### src/verilog/csi2_csr_consts.svh
`ifndef CSI2_CSR_CONSTS_SVH
`define CSI2_CSR_CONSTS_SVH

// AXI-Lite data and byte address widths.
`define CSR_DATA_W 32
`define CSR_ADDR_W 8

// Width of every counter and statistic.
`define STAT_CNT_W 32

// Control words start at word 0 and status words follow them.
`define CR_CNT     6
`define REGS_CNT   13

`endif

### src/verilog/csi2_csr_pkg.sv
`include "csi2_csr_consts.svh"

package csi2_csr_pkg;

  typedef struct packed {
    logic                     awvalid;
    logic [`CSR_ADDR_W-1:0]   awaddr;
    logic                     wvalid;
    logic [`CSR_DATA_W-1:0]   wdata;
    logic [`CSR_DATA_W/8-1:0] wstrb;
    logic                     arvalid;
    logic [`CSR_ADDR_W-1:0]   araddr;
  } axil_req_t;

  typedef struct packed {
    logic                   awready;
    logic                   wready;
    logic                   bvalid;
    logic [1:0]             bresp;
    logic                   arready;
    logic                   rvalid;
    logic [`CSR_DATA_W-1:0] rdata;
    logic [1:0]             rresp;
  } axil_rsp_t;

  // Strobes from the packet decoder.
  typedef struct packed {
    logic hdr_err;
    logic corr_hdr_err;
    logic crc_err;
  } pkt_evt_t;

  typedef struct packed {
    logic frame_start;
    logic frame_end;
    logic line_start;
    logic line_end;
    logic px_valid;
  } frame_evt_t;

  typedef struct packed {
    logic [`STAT_CNT_W-1:0] hdr_err_cnt;
    logic [`STAT_CNT_W-1:0] corr_hdr_err_cnt;
    logic [`STAT_CNT_W-1:0] crc_err_cnt;
  } err_stats_t;

  typedef struct packed {
    logic [`STAT_CNT_W-1:0] max_ln;
    logic [`STAT_CNT_W-1:0] min_ln;
    logic [`STAT_CNT_W-1:0] max_px;
    logic [`STAT_CNT_W-1:0] min_px;
  } geom_stats_t;

  // Word indices are byte addresses divided by 4.
  typedef enum logic [`CSR_ADDR_W-3:0] {
    CLEAR_STAT      = 0,
    PHY_ENABLE      = 1,
    SCCB_SLAVE_ADDR = 2,
    LANE_0_DELAY    = 3,
    LANE_1_DELAY    = 4,
    DELAY_ACT       = 5
  } cr_idx_e;

  typedef enum logic [`CSR_ADDR_W-3:0] {
    HEADER_ERR_CNT      = 6,
    CORR_HEADER_ERR_CNT = 7,
    CRC_ERR_CNT         = 8,
    MAX_LN              = 9,
    MIN_LN              = 10,
    MAX_PX              = 11,
    MIN_PX              = 12
  } sr_idx_e;

  typedef enum logic [1:0] {
    IDLE,
    IN_FRAME,
    IN_LINE
  } geom_state_e;

endpackage

### src/verilog/csi2_csr.sv
`timescale 1ns/1ps
`include "csi2_csr_consts.svh"

module csi2_csr #(
  parameter int DATA_WIDTH = `CSR_DATA_W
)(
  input                             clk_i,
  input                             srst_i,
  input  csi2_csr_pkg::axil_req_t   axil_req_i,
  output csi2_csr_pkg::axil_rsp_t   axil_rsp_o,
  input  csi2_csr_pkg::err_stats_t  err_stats_i,
  input  csi2_csr_pkg::geom_stats_t geom_stats_i,
  output logic                      clear_stat_o,
  output logic                      phy_en_o,
  output logic [6:0]                sccb_slave_addr_o,
  output logic [4:0]                lane_0_delay_o,
  output logic [4:0]                lane_1_delay_o,
  output logic                      delay_act_o
);

  localparam int DATA_BYTES     = DATA_WIDTH / 8;
  localparam int ADDR_WORD_BITS = $clog2(DATA_BYTES);
  localparam int REG_IDX_W      = $clog2(`REGS_CNT);

  logic [`CR_CNT-1:0][DATA_WIDTH-1:0]   cr_q;
  logic [`REGS_CNT-1:0][DATA_WIDTH-1:0] regs;

  logic                   wr_en;
  logic [`CSR_ADDR_W-1:0] aw_word;
  logic [`CSR_ADDR_W-1:0] ar_word;
  logic                   bvalid_q;
  logic                   rvalid_q;
  logic [DATA_WIDTH-1:0]  rdata_q;
  logic                   clear_stat_d_q;
  logic                   delay_act_d_q;

  assign wr_en   = axil_req_i.awvalid && axil_req_i.wvalid;
  assign aw_word = axil_req_i.awaddr >> ADDR_WORD_BITS;
  assign ar_word = axil_req_i.araddr >> ADDR_WORD_BITS;

  // No back-pressure and every response is OKAY.
  always_comb
    begin
      axil_rsp_o.awready = 1'b1;
      axil_rsp_o.wready  = 1'b1;
      axil_rsp_o.bvalid  = bvalid_q;
      axil_rsp_o.bresp   = 2'b00;
      axil_rsp_o.arready = 1'b1;
      axil_rsp_o.rvalid  = rvalid_q;
      axil_rsp_o.rdata   = `CSR_DATA_W'(rdata_q);
      axil_rsp_o.rresp   = 2'b00;
    end

  always_ff @(posedge clk_i, posedge srst_i)
    if (srst_i)
      begin
        bvalid_q <= 1'b0;
        rvalid_q <= 1'b0;
      end
    else
      begin
        bvalid_q <= wr_en;
        rvalid_q <= axil_req_i.arvalid;
      end

  // Byte-strobed control writes. Status and unmapped words are dropped.
  always_ff @(posedge clk_i, posedge srst_i)
    if (srst_i)
      cr_q <= '0;
    else
      for (int i = 0; i < `CR_CNT; i++)
        if (wr_en && (aw_word == `CSR_ADDR_W'(i)))
          for (int j = 0; j < DATA_BYTES; j++)
            if (axil_req_i.wstrb[j])
              cr_q[i][j*8 +: 8] <= axil_req_i.wdata[j*8 +: 8];

  always_comb
    begin
      regs[`CR_CNT-1:0] = cr_q;
      regs[csi2_csr_pkg::HEADER_ERR_CNT]      = DATA_WIDTH'(err_stats_i.hdr_err_cnt);
      regs[csi2_csr_pkg::CORR_HEADER_ERR_CNT] = DATA_WIDTH'(err_stats_i.corr_hdr_err_cnt);
      regs[csi2_csr_pkg::CRC_ERR_CNT]         = DATA_WIDTH'(err_stats_i.crc_err_cnt);
      regs[csi2_csr_pkg::MAX_LN]              = DATA_WIDTH'(geom_stats_i.max_ln);
      regs[csi2_csr_pkg::MIN_LN]              = DATA_WIDTH'(geom_stats_i.min_ln);
      regs[csi2_csr_pkg::MAX_PX]              = DATA_WIDTH'(geom_stats_i.max_px);
      regs[csi2_csr_pkg::MIN_PX]              = DATA_WIDTH'(geom_stats_i.min_px);
    end

  always_ff @(posedge clk_i)
    if (axil_req_i.arvalid)
      begin
        if (ar_word < `CSR_ADDR_W'(`REGS_CNT))
          rdata_q <= regs[ar_word[REG_IDX_W-1:0]];
        else
          rdata_q <= '0; // Unmapped.
      end

  // Rising edge of bit 0 gives a one-cycle pulse.
  always_ff @(posedge clk_i, posedge srst_i)
    if (srst_i)
      begin
        clear_stat_d_q <= 1'b0;
        delay_act_d_q  <= 1'b0;
      end
    else
      begin
        clear_stat_d_q <= cr_q[csi2_csr_pkg::CLEAR_STAT][0];
        delay_act_d_q  <= cr_q[csi2_csr_pkg::DELAY_ACT][0];
      end

  assign clear_stat_o      = cr_q[csi2_csr_pkg::CLEAR_STAT][0] && !clear_stat_d_q;
  assign delay_act_o       = cr_q[csi2_csr_pkg::DELAY_ACT][0] && !delay_act_d_q;
  assign phy_en_o          = cr_q[csi2_csr_pkg::PHY_ENABLE][0];
  assign sccb_slave_addr_o = cr_q[csi2_csr_pkg::SCCB_SLAVE_ADDR][6:0];
  assign lane_0_delay_o    = cr_q[csi2_csr_pkg::LANE_0_DELAY][4:0];
  assign lane_1_delay_o    = cr_q[csi2_csr_pkg::LANE_1_DELAY][4:0];

  a_bvalid: assert property (
    @(posedge clk_i) disable iff (srst_i)
    wr_en |=> axil_rsp_o.bvalid
  )
    else $error("bvalid missing after write");

  a_rvalid: assert property (
    @(posedge clk_i) disable iff (srst_i)
    axil_req_i.arvalid |=> axil_rsp_o.rvalid
  )
    else $error("rvalid missing after read");

endmodule

### src/verilog/csi2_err_counter.sv
`timescale 1ns/1ps
`include "csi2_csr_consts.svh"

module csi2_err_counter (
  input                           clk_i,
  input                           srst_i,
  input                           clear_stat_i,
  input  csi2_csr_pkg::pkt_evt_t  pkt_evt_i,
  output csi2_csr_pkg::err_stats_t err_stats_o
);

  logic [2:0]                   evt;
  logic [2:0][`STAT_CNT_W-1:0] cnt_q;

  // Bit order matches the counter order below.
  assign evt = {pkt_evt_i.crc_err, pkt_evt_i.corr_hdr_err, pkt_evt_i.hdr_err};

  always_ff @(posedge clk_i, posedge srst_i)
    if (srst_i)
      cnt_q <= '0;
    else
      if (clear_stat_i)
        cnt_q <= '0; // Clear wins over strobes.
      else
        for (int i = 0; i < 3; i++)
          if (evt[i] && (cnt_q[i] != '1))
            cnt_q[i] <= cnt_q[i] + 1'b1;

  assign err_stats_o.hdr_err_cnt      = cnt_q[0];
  assign err_stats_o.corr_hdr_err_cnt = cnt_q[1];
  assign err_stats_o.crc_err_cnt      = cnt_q[2];

  // A full counter only goes back to zero through a clear.
  for (genvar g = 0; g < 3; g++)
    begin : g_sat_chk
      a_no_wrap: assert property (
        @(posedge clk_i) disable iff (srst_i)
        ((cnt_q[g] == '1) && !clear_stat_i) |=> (cnt_q[g] != '0)
      )
        else $error("error counter %0d wrapped", g);
    end

endmodule

### src/verilog/csi2_geom_tracker.sv
`timescale 1ns/1ps
`include "csi2_csr_consts.svh"

module csi2_geom_tracker (
  input                             clk_i,
  input                             srst_i,
  input                             clear_stat_i,
  input  csi2_csr_pkg::frame_evt_t  frame_evt_i,
  output csi2_csr_pkg::geom_stats_t geom_stats_o
);

  csi2_csr_pkg::geom_state_e state_q;
  csi2_csr_pkg::geom_state_e state_nxt;

  logic [`STAT_CNT_W-1:0] ln_cnt_q;
  logic [`STAT_CNT_W-1:0] px_cnt_q;
  logic [`STAT_CNT_W-1:0] px_cnt_nxt;
  logic [`STAT_CNT_W-1:0] ln_done_q;
  logic [`STAT_CNT_W-1:0] px_done_q;
  logic                   ln_done_vld_q;
  logic                   px_done_vld_q;
  logic                   frame_done;
  logic                   line_done;

  logic [`STAT_CNT_W-1:0] max_ln_q;
  logic [`STAT_CNT_W-1:0] min_ln_q;
  logic [`STAT_CNT_W-1:0] max_px_q;
  logic [`STAT_CNT_W-1:0] min_px_q;
  logic                   px_rec_q;

  // A pixel on the line_end cycle still belongs to the line.
  assign px_cnt_nxt = px_cnt_q + `STAT_CNT_W'(frame_evt_i.px_valid);

  assign frame_done = (state_q == csi2_csr_pkg::IN_FRAME) && frame_evt_i.frame_end;
  assign line_done  = (state_q == csi2_csr_pkg::IN_LINE) && frame_evt_i.line_end;

  always_comb
    begin
      state_nxt = state_q;
      case (state_q)
        csi2_csr_pkg::IDLE:
          if (frame_evt_i.frame_start)
            state_nxt = csi2_csr_pkg::IN_FRAME;
        csi2_csr_pkg::IN_FRAME:
          if (frame_evt_i.frame_end)
            state_nxt = csi2_csr_pkg::IDLE;
          else if (frame_evt_i.line_start)
            state_nxt = csi2_csr_pkg::IN_LINE;
        csi2_csr_pkg::IN_LINE:
          if (frame_evt_i.line_end)
            state_nxt = csi2_csr_pkg::IN_FRAME;
        default:
          state_nxt = csi2_csr_pkg::IDLE;
      endcase
    end

  // Running counts and finished values.
  always_ff @(posedge clk_i)
    begin
      if ((state_q == csi2_csr_pkg::IDLE) && frame_evt_i.frame_start)
        ln_cnt_q <= '0;
      else if (line_done)
        ln_cnt_q <= ln_cnt_q + 1'b1;

      if (state_q == csi2_csr_pkg::IN_LINE)
        px_cnt_q <= px_cnt_nxt;
      else
        px_cnt_q <= '0; // Ready for the next line_start.

      if (frame_done)
        ln_done_q <= ln_cnt_q;
      if (line_done)
        px_done_q <= px_cnt_nxt;
    end

  always_ff @(posedge clk_i, posedge srst_i)
    if (srst_i)
      begin
        state_q       <= csi2_csr_pkg::IDLE;
        ln_done_vld_q <= 1'b0;
        px_done_vld_q <= 1'b0;
        max_ln_q      <= '0;
        min_ln_q      <= '1;
        max_px_q      <= '0;
        min_px_q      <= '1;
        px_rec_q      <= 1'b0;
      end
    else
      begin
        state_q       <= state_nxt;
        ln_done_vld_q <= frame_done;
        px_done_vld_q <= line_done;
        if (clear_stat_i)
          begin
            max_ln_q <= '0;
            min_ln_q <= '1;
            max_px_q <= '0;
            min_px_q <= '1;
            px_rec_q <= 1'b0;
          end
        else
          begin
            // Fold one cycle after the end marker.
            if (ln_done_vld_q && (ln_done_q > max_ln_q))
              max_ln_q <= ln_done_q;
            if (ln_done_vld_q && (ln_done_q < min_ln_q))
              min_ln_q <= ln_done_q;
            if (px_done_vld_q && (px_done_q > max_px_q))
              max_px_q <= px_done_q;
            if (px_done_vld_q && (px_done_q < min_px_q))
              min_px_q <= px_done_q;
            if (px_done_vld_q)
              px_rec_q <= 1'b1;
          end
      end

  assign geom_stats_o.max_ln = max_ln_q;
  assign geom_stats_o.min_ln = min_ln_q;
  assign geom_stats_o.max_px = max_px_q;
  assign geom_stats_o.min_px = min_px_q;

  a_px_order: assert property (
    @(posedge clk_i) disable iff (srst_i)
    px_rec_q |-> (min_px_q <= max_px_q)
  )
    else $error("pixel minimum above maximum");

endmodule

### src/verilog/csi2_stat_top.sv
`timescale 1ns/1ps

module csi2_stat_top (
  input                            clk_i,
  input                            srst_i,
  input  csi2_csr_pkg::axil_req_t  axil_req_i,
  output csi2_csr_pkg::axil_rsp_t  axil_rsp_o,
  input  csi2_csr_pkg::pkt_evt_t   pkt_evt_i,
  input  csi2_csr_pkg::frame_evt_t frame_evt_i,
  output logic                     phy_en_o,
  output logic [6:0]               sccb_slave_addr_o,
  output logic [4:0]               lane_0_delay_o,
  output logic [4:0]               lane_1_delay_o,
  output logic                     delay_act_o
);

  csi2_csr_pkg::err_stats_t  err_stats;
  csi2_csr_pkg::geom_stats_t geom_stats;
  logic                      clear_stat;

  csi2_err_counter csi2_err_counter_i (
    .clk_i        (clk_i),
    .srst_i       (srst_i),
    .clear_stat_i (clear_stat),
    .pkt_evt_i    (pkt_evt_i),
    .err_stats_o  (err_stats)
  );

  csi2_geom_tracker csi2_geom_tracker_i (
    .clk_i        (clk_i),
    .srst_i       (srst_i),
    .clear_stat_i (clear_stat),
    .frame_evt_i  (frame_evt_i),
    .geom_stats_o (geom_stats)
  );

  csi2_csr csi2_csr_i (
    .clk_i             (clk_i),
    .srst_i            (srst_i),
    .axil_req_i        (axil_req_i),
    .axil_rsp_o        (axil_rsp_o),
    .err_stats_i       (err_stats),
    .geom_stats_i      (geom_stats),
    .clear_stat_o      (clear_stat),
    .phy_en_o          (phy_en_o),
    .sccb_slave_addr_o (sccb_slave_addr_o),
    .lane_0_delay_o    (lane_0_delay_o),
    .lane_1_delay_o    (lane_1_delay_o),
    .delay_act_o       (delay_act_o)
  );

endmodule
### config.mk
export PLATFORM = sky130hd
export DESIGN_NAME = csi2_stat_top
export DESIGN_NICKNAME = d
export VERILOG_FILES = /design/src/verilog/csi2_csr_pkg.sv /design/src/verilog/csi2_csr.sv /design/src/verilog/csi2_err_counter.sv /design/src/verilog/csi2_geom_tracker.sv /design/src/verilog/csi2_stat_top.sv
export VERILOG_INCLUDE_DIRS = /design/src /design/src/verilog
export SDC_FILE = /design/constraint.sdc
export NUM_CORES = 1
export LEC_CHECK = 0
export ABC_AREA = 0
export BUFFER_PORTS_ARGS = -buffer_cell sky130_fd_sc_hd__buf_2
export CAP_MARGIN = 0
export CORE_MARGIN = 8
export CORE_UTILIZATION = 63
export DETAILED_ROUTE_END_ITERATION = 8
export PLACE_DENSITY = 0.81
export SLEW_MARGIN = 20
export SYNTH_ARGS = -nofsm -noshare
export SYNTH_HDL_FRONTEND = slang
export SYNTH_HIERARCHICAL = 1
export SYNTH_SLANG_ARGS = --single-unit
### constraint.sdc
create_clock -name clk_i -period 9 [get_ports clk_i]
set_clock_uncertainty 0.15 [all_clocks]
set_input_delay 1.8 -clock clk_i [delete_from_list [all_inputs] [get_ports clk_i]]
set_output_delay 1.8 -clock clk_i [all_outputs]
set_load 0.02 [all_outputs]
==> results.py, run 1 <==
metrics = {
    "worst_setup_path": {
        "startpoint_type": "input pin",
        "crit_fanout": 49,
        "worstPathRequired_ps": 9210,
        "reg2reg_to": "csi2_geom_tracker_i/max_px_q[4]",
        "reg2reg_from": "csi2_geom_tracker_i/max_px_q[15]",
        "reg2reg_depth": 9,
        "r2r_setup_slack_ps": 5420,
        "cp_data_arrival_time_ps": 4190,
        "cp-end-kind": "register",
        "critical_path_class": "input pin to register",
    },
    "hold_path": {
        "hold_path_depth": 0,
        "min_to": "csi2_csr_i/delay_act_d_q",
        "hold_class": "register to register",
        "hold_start": "csi2_csr_i/cr_q[160]",
    },
    "routing": {
        "route.detailed.drc": 0,
        "vias_per_cell": 6.467,
        "avgRoutedWirePerCell_um": 22.72,
        "drtIter0Drc": 2719,
        "vias": 23220,
        "wl_um": 81560,
        "detail-route-antenna-nets": 0,
        "first_pass_iters": 5,
    },
    "synthesis": {
        "synth_largest_area_cell": "dfrtp_1",
        "ys_async_sr_fraction": 0.7260,
        "synth_top_cell_area_share": 0.2842,
        "synth_area_leaders": "dfrtp_1 28%, edfxtp_1 9.1%, mux2_2 5.8%, dfstp_2 5.3%, ha_1 5.2%",
        "syn_avg_cell_area_um2": 11.23,
        "ys_seq_area_frac": 0.4686,
        "ys_warn_count": 6,
        "synth_edf_count": 96,
        "ys.flop_type": "dfrtp_1",
        "ys_seq_elements": 584,
        "syn_area_um2": 31700,
        "synthDistinctLibCells": 91,
        "synth_cells": 2824,
    },
    "cells_and_area": {
        "nets": 3062,
        "areaGrowthSynthToFinish_pct": 9.141,
        "regArea_um2": 14850,
        "drive_above_1_share": 0.2113,
        "multi_input_area_um2": 15400,
        "fillers": 3579,
        "fin_area_um2": 34600,
    },
    "die": {
        "start_util": 0.6345,
        "row_count": 82,
        "design.core.area_um2": 49970,
        "fp.dieW_um": 240.3,
        "io_pins": 125,
        "die_area_um2": 57750,
        "die_y_um": 240.3,
    },
    "clock_tree": {
        "clk_pin_slew_worst_paths_ps": 60,
        "clk_latency_ps": 640,
        "cts_hold_buffers": 0,
        "cts_buffer_depth": 3,
        "cts_tree": "built",
        "post_cts_resized": 0,
        "cts.sinks": 584,
        "htree_levels": 2,
        "cts_buffers": 60,
        "cts_setup_buffers": 0,
        "cts_root_buf": "clkbuf_16",
    },
    "global_routing": {
        "grt_pass1_wl_um": 128800,
        "overflow": 0,
        "grt_pass1_vias": 23290,
        "grt_use_total": 0.2814,
        "grt_max_degree": 282,
        "antenna_found_initial": 3,
    },
    "place": {
        "dpl_cell_area_um2": 32410,
        "gp_congestion": 0.9215,
        "dp_hpwl_um": 56520,
        "port-buffer-count": 113,
    },
    "sta": {
        "rsz0062_at_grt": "no",
        "report.final.setup_viol": 0,
        "tightestPinTransition_ps": 1235,
        "period_share": 0.4422,
        "period_minus_slack_ps": 3980,
        "slew_headroom": 0.1765,
        "tns_ps": 0,
        "hold_viol": 0,
        "drv_slew": 0,
        "fmax_mhz": 251.2,
    },
    "power": {
        "p_leak_nw": 15.62,
        "power.density_nw_per_um2": 225.0,
        "ir_drop_mv": 0.1654,
    },
    "job": {
        "drv_cap": 0,
    },
    "status": {
        "status": "complete, no violations",
    },
}
## worst max path at each step
stage,to,cells past startpoint,start
after global placement,csi2_csr_i/rdata_q[10],5,axil_req_i[2]
final,csi2_csr_i/rdata_q[20],7,axil_req_i[3]
after CTS,csi2_csr_i/rdata_q[10],5,axil_req_i[2]
after detailed placement,csi2_csr_i/rdata_q[10],5,axil_req_i[2]
after global routing,csi2_csr_i/rdata_q[20],7,axil_req_i[3]
after floorplan,csi2_csr_i/bvalid_q,1,srst_i
## area by class of cell
class,count,share of cell area
diodes,3,0.0002170
well taps,672,0.02430
repair buffers,137,0.02347
multi-input cells,1933,0.4452
clock inverters,21,0.009041
clock buffers,91,0.05200
inverters,149,0.01649
flip-flops and latches,584,0.4293
## worst max-delay path, stage by stage
cell	delay, ps
buf_2	480
buf_4	740
o21ai_0	160
nand3_1	120
buf_4	370
a21oi_1	80
a221o_1	390
## registers in the layout, summed over array words and instances, names as in the netlist
register                           count
csi2_geom_tracker_i/ln_done_vld_q      1
csi2_geom_tracker_i/min_px_q          32
csi2_csr_i/delay_act_d_q               1
csi2_csr_i/rvalid_q                    1
csi2_geom_tracker_i/px_done_vld_q      1
csi2_csr_i/lane_0_delay_o              5
csi2_csr_i/rdata_q                    32
csi2_geom_tracker_i/px_done_q         32
csi2_geom_tracker_i/ln_done_q         32
csi2_geom_tracker_i/min_ln_q          32
csi2_geom_tracker_i/px_cnt_q          32
csi2_geom_tracker_i/state_q            2
csi2_csr_i/lane_1_delay_o              5
csi2_geom_tracker_i/max_ln_q          32
csi2_err_counter_i/err_stats_o        96
csi2_csr_i/clear_stat_d_q              1
csi2_geom_tracker_i/max_px_q          32
csi2_csr_i/sccb_slave_addr_o           7
csi2_csr_i/phy_en_o                    1
csi2_csr_i/bvalid_q                    1
csi2_csr_i/cr_q                      174
csi2_geom_tracker_i/ln_cnt_q          32
## stage by stage
stage	hold slack (ps)	std cells	worst slack, ps	power [mW]	utilization
after detailed placement	261.8	3472	3976	5.145	0.6486
after CTS	275.2	3584	4620	7.804	0.6909
after global routing	301.2	3590	4972	8.174	0.6925
after global placement	254.4	3472	4040	5.019	0.6486
final	276.1	3590	5020	7.786	0.6925
after floorplan	227.4	2829	1709	4.646	-
## metal layers
metal | wire [um] | vias to the layer above | part of all wire | track usage
met5 | 0 | - | 0 | 0
met4 | 3684 | 0 | 0.045 | 0.1267
met3 | 6151 | 207 | 0.075 | 0.04848
met2 | 38200 | 1002 | 0.47 | 0.4481
met1 | 33520 | 11660 | 0.41 | 0.3766
li1 | - | 10350 | - | -
## power breakdown
part           internal, mW  total, mW  switching (mW)
clock network          1.58       2.64            1.07
logic                 0.694       1.60           0.911
registers              3.16       3.54           0.375
total                  5.43       7.79            2.36
## layout by cell type, fill, tap and decap left out, drive strengths merged, types with 29 or more instances in the layout
cell type	instances
mux4	64
nand3	65
ha	132
nor3	29
edfxtp	96
and3	53
nand2	107
dfxtp	64
mux2	196
clkbuf	91
and2	40
o22ai	32
or4	37
a22oi	32
nand2b	132
buf	137
nor2	231
or3	32
o31ai	35
mux2i	164
nand4	67
a21oi	177
xnor2	33
o21ai	47
dfrtp	360
inv	148
dfstp	64
a221o	37
xor2	49
## cells by family (layout without fill, tap and decap cells)
group / after synthesis / count (layout) / share of synthesized area
flip-flops: 584 / 584 / 0.4686
adder cells (fa/ha/maj): 132 / 132 / 0.05210
AO/OA/AOI/OAI: 424 / 424 / 0.08667
multiplexers: 424 / 424 / 0.1707
buffers and inverters: 312 / 398 / 0.04791
XOR/XNOR: 82 / 82 / 0.02265
other: 2 / 10 / 0.0002369
AND/OR/NAND/NOR: 864 / 864 / 0.1512
## Yosys cell counts, types with 4 or more instances
library cell / n
o22ai_1: 32
nand2_8: 4
dfstp_2: 64
nand2_2: 20
buf_4: 31
a21oi_1: 175
inv_1: 148
or3_1: 31
o21ai_0: 41
xnor2_1: 33
or4_1: 34
nand2b_1: 132
xor2_1: 49
a22oi_1: 32
dfxtp_1: 64
a221o_1: 37
nor3_1: 28
and2_1: 40
and3_1: 53
nor2b_1: 11
o211ai_1: 7
o21ai_1: 5
clkbuf_1: 81
mux2i_1: 164
and4_1: 24
clkbuf_8: 4
buf_6: 19
mux2_4: 32
o31ai_1: 34
nand3_1: 65
nand4_1: 64
nor2_1: 230
mux2_2: 163
nand2_1: 83
edfxtp_1: 96
a21o_1: 18
mux4_2: 64
o2111ai_1: 7
nor4_1: 10
buf_2: 26
a211oi_1: 5
dfrtp_1: 360
ha_1: 132
Note: power is estimated with default switching activity, not from simulation.
==> run 2, diff against run 1 <==
--- a/config.mk
+++ b/config.mk
@@ -6,7 +6,7 @@
 export SDC_FILE = /design/constraint.sdc
 export NUM_CORES = 1
 export LEC_CHECK = 0
-export ABC_AREA = 0
+export ABC_AREA = 1
 export BUFFER_PORTS_ARGS = -buffer_cell sky130_fd_sc_hd__buf_2
 export CAP_MARGIN = 0
 export CORE_MARGIN = 8
==> constraint.sdc (replaced) <==
create_clock -name clk_i -period 4.1 [get_ports clk_i]
set_clock_uncertainty 0.15 [all_clocks]
set_input_delay 0.82 -clock clk_i [delete_from_list [all_inputs] [get_ports clk_i]]
set_output_delay 0.82 -clock clk_i [all_outputs]
set_load 0.02 [all_outputs]
==> results.py, run 2 <==
metrics = {
    "status": {
        "status": "complete, no violations",
    },
    "power": {
        "switching_share": 0.3428,
        "comb_power_share": 0.256,
        "seqPwrFrac": 0.429,
        "switchingPower_mw": 6.313,
        "clockPowerShare": 0.315,
        "ir_drop_mv": 0.3990,
        "internal_power_mw": 12.10,
        "power.density_nw_per_um2": 489.7,
        "p_leak_nw": 17.69,
    },
    "cells_and_area": {
        "drive_above_1_share": 0.1092,
        "num_antenna_cells": 0,
        "final_cell_mix": "1536 x nand2_1, 552 x inv_1, 467 x nand3_1, 382 x nor2_1, 360 x dfrtp_1",
        "areaGrowthSynthToFinish_pct": 7.895,
        "largest-register": "csi2_csr_i/cr_q",
        "nets": 4965,
        "fin_area_um2": 37600,
        "regArea_um2": 14850,
        "fillers": 4584,
        "largest_register_ff_count": 174,
        "mostFrequentLayoutCell": "nand2_1",
        "fin_cells": 5520,
        "multi_input_area_um2": 16530,
    },
    "synthesis": {
        "synth_edf_count": 96,
        "syn_area_um2": 34850,
        "synth_largest_area_cell": "dfrtp_1",
        "synth_top_cell_area_share": 0.2585,
        "ys.flop_type": "dfrtp_1",
        "synthDistinctLibCells": 54,
        "ys_seq_elements": 584,
        "ys_seq_area_frac": 0.4262,
        "synth_area_leaders": "dfrtp_1 26%, nand2_1 17%, edfxtp_1 8.3%, nand3_1 6.7%, inv_1 6.0%",
        "syn_avg_cell_area_um2": 7.314,
        "ys_async_sr_fraction": 0.7260,
        "ys_warn_count": 6,
        "synth_most_common_cell": "nand2_1",
        "synth_cells": 4765,
        "ys_top_cells_by_count": "1536 x nand2_1, 557 x inv_1, 467 x nand3_1",
    },
    "clock_tree": {
        "post_cts_resized": 0,
        "cts_hold_buffers": 0,
        "htree_levels": 3,
        "cts.sinks": 584,
        "cts_buffers": 66,
        "cts_buffer_depth": 3,
        "cts_root_buf": "clkbuf_16",
        "clk_pin_slew_worst_paths_ps": 60,
        "cts_tree": "built",
        "clk_latency_ps": 600,
        "cts_setup_buffers": 0,
    },
    "worst_setup_path": {
        "cp-end-kind": "register",
        "cp_cell_sequence": "inv_1 > ha_1 > a21oi_1 > nor2_1 > nor3_1 > nand2_1 > nand2_1 > nand2_1 > nand2_1 > nand2_1 > nand2_1 > buf_4 > nand2_1 > nand2_1",
        "critical_path_class": "register to register",
        "cp_data_arrival_time_ps": 3290,
        "r2r_setup_slack_ps": 1180,
        "reg2reg_from": "csi2_geom_tracker_i/min_ln_q[5]",
        "crit_fanout": 17,
        "crit_top_cell": "nand2_1",
        "slowest_stage": "dfstp_2",
        "max_stage_delay_ps": 550,
        "worstPathRequired_ps": 4470,
        "startpoint_type": "register",
        "reg2reg_depth": 14,
        "reg2reg_to": "csi2_geom_tracker_i/min_ln_q[13]",
    },
    "sta": {
        "holdWs_ps": 191.4,
        "worst_slack_ps": 1178,
        "rsz0062_at_grt": "no",
        "fmax_mhz": 342.2,
        "period_minus_slack_ps": 2922,
        "hold_viol": 0,
        "tightestPinTransition_ps": 1070,
        "slew_headroom": 0.2866,
        "drv_slew": 0,
        "period_share": 0.7127,
        "tns_ps": 0,
        "report.final.setup_viol": 0,
    },
    "routing": {
        "drtIter0Drc": 3276,
        "wl_met3_um": 8756,
        "route.detailed.drc": 0,
        "vias": 31610,
        "highest_layer": "met5",
        "first_pass_iters": 6,
        "wl_um": 99380,
        "wl_met1_um": 40070,
        "detail-route-antenna-nets": 0,
        "vias_per_cell": 5.726,
        "wl_met2_um": 44830,
        "avgRoutedWirePerCell_um": 18.00,
    },
    "place": {
        "port-buffer-count": 113,
        "gp_congestion": 0.9727,
        "dpl_cell_area_um2": 35510,
        "dp_hpwl_um": 68740,
        "dp_cells": 5404,
        "preCtsSetupSlack_ps": 1117,
    },
    "global_routing": {
        "antenna_found_initial": 1,
        "overflow": 0,
        "grt_pass1_wl_um": 158400,
        "grt_use_total": 0.3117,
        "grt_max_degree": 135,
        "grt_pass1_vias": 29650,
    },
    "die": {
        "io_pins": 125,
        "die_area_um2": 63100,
        "start_util": 0.6351,
        "fp.dieW_um": 251.2,
        "row_count": 86,
        "design.core.area_um2": 54880,
        "die_y_um": 251.2,
    },
    "job": {
        "drv_cap": 0,
    },
    "hold_path": {
        "hold_class": "input pin to async pin",
    },
}
run 2: cell count changes in the layout (fill, tap and decap cells not counted), moves of 53 or more:
cell and change:
nand3_1 +402, nor2_1 +154, or2_2 +66, mux4_2 -64, nand2_1 +1453, o21ai_0 +223
mux2_2 -163, inv_1 +407, and3_1 -53, nand2b_1 -132, mux2i_1 -163
run 2: cells by family after synthesis:
group	synth area share
AOI/OAI and AO/OA	0.07205
DFF	0.4262
other	0.0002155
xor gates and xnor gates	0.01328
adders and majority gates	0.04739
buffers and inverters	0.1009
muxes	0.0002872
and+or+nand+nor	0.3396
run 2: area by class of cell:
class / count / area share
multi-input cells: 3379 / 0.4396
flip-flops and latches: 584 / 0.3950
inverters: 579 / 0.05833
clock buffers: 98 / 0.05144
repair buffers: 158 / 0.02792
well taps: 704 / 0.02343
clock inverters: 18 / 0.004259
run 2: metal layers:
layer  vias to the layer above  track usage
met5                         -            0
met4                         2       0.1758
met3                       267      0.04720
met2                      1517       0.4859
met1                     14690       0.4151
li1                      15130            -
run 2: worst max path at each step:
| stage | slack (ps) | endpoint | from |
|---|---|---|---|
| detailed placement | 1120 | csi2_csr_i/rdata_q[23] | axil_req_i[3] |
| CTS | 1210 | csi2_geom_tracker_i/min_ln_q[13] | csi2_geom_tracker_i/min_ln_q[5] |
| global route | 1020 | csi2_geom_tracker_i/min_ln_q[21] | csi2_geom_tracker_i/min_ln_q[5] |
| global placement | 1120 | csi2_csr_i/rdata_q[23] | axil_req_i[3] |
| floorplan | 600 | csi2_csr_i/bvalid_q | srst_i |
| finish | 1180 | csi2_geom_tracker_i/min_ln_q[13] | csi2_geom_tracker_i/min_ln_q[5] |
run 2: critical path, delay by kind of cell, from the launching register on:
family	cells	cell delay [ps]
compound gates	1	150
fa+ha+maj	1	300
buf+inv	2	410
flops	1	550
simple gates	10	1290
run 2: power by group through the flow:
stage / registers, mW / clock network, mW / logic [mW]
6_report: 7.90 / 5.80 / 4.71
5_1_grt: 7.99 / 6.09 / 5.38
4_1_cts: 7.87 / 5.86 / 4.65
3_5_place_dp: 7.98 / 0 / 4.60
3_3_place_gp: 7.95 / 0 / 4.42
2_1_floorplan: 7.66 / 0 / 3.49
run 2: metrics by stage:
stage / power (mW) / utilization
after floorplan: 11.16 / -
after global placement: 12.37 / 0.6470
after detailed placement: 12.58 / 0.6470
after CTS: 18.39 / 0.6852
after global routing: 19.46 / 0.6852
final: 18.41 / 0.6852
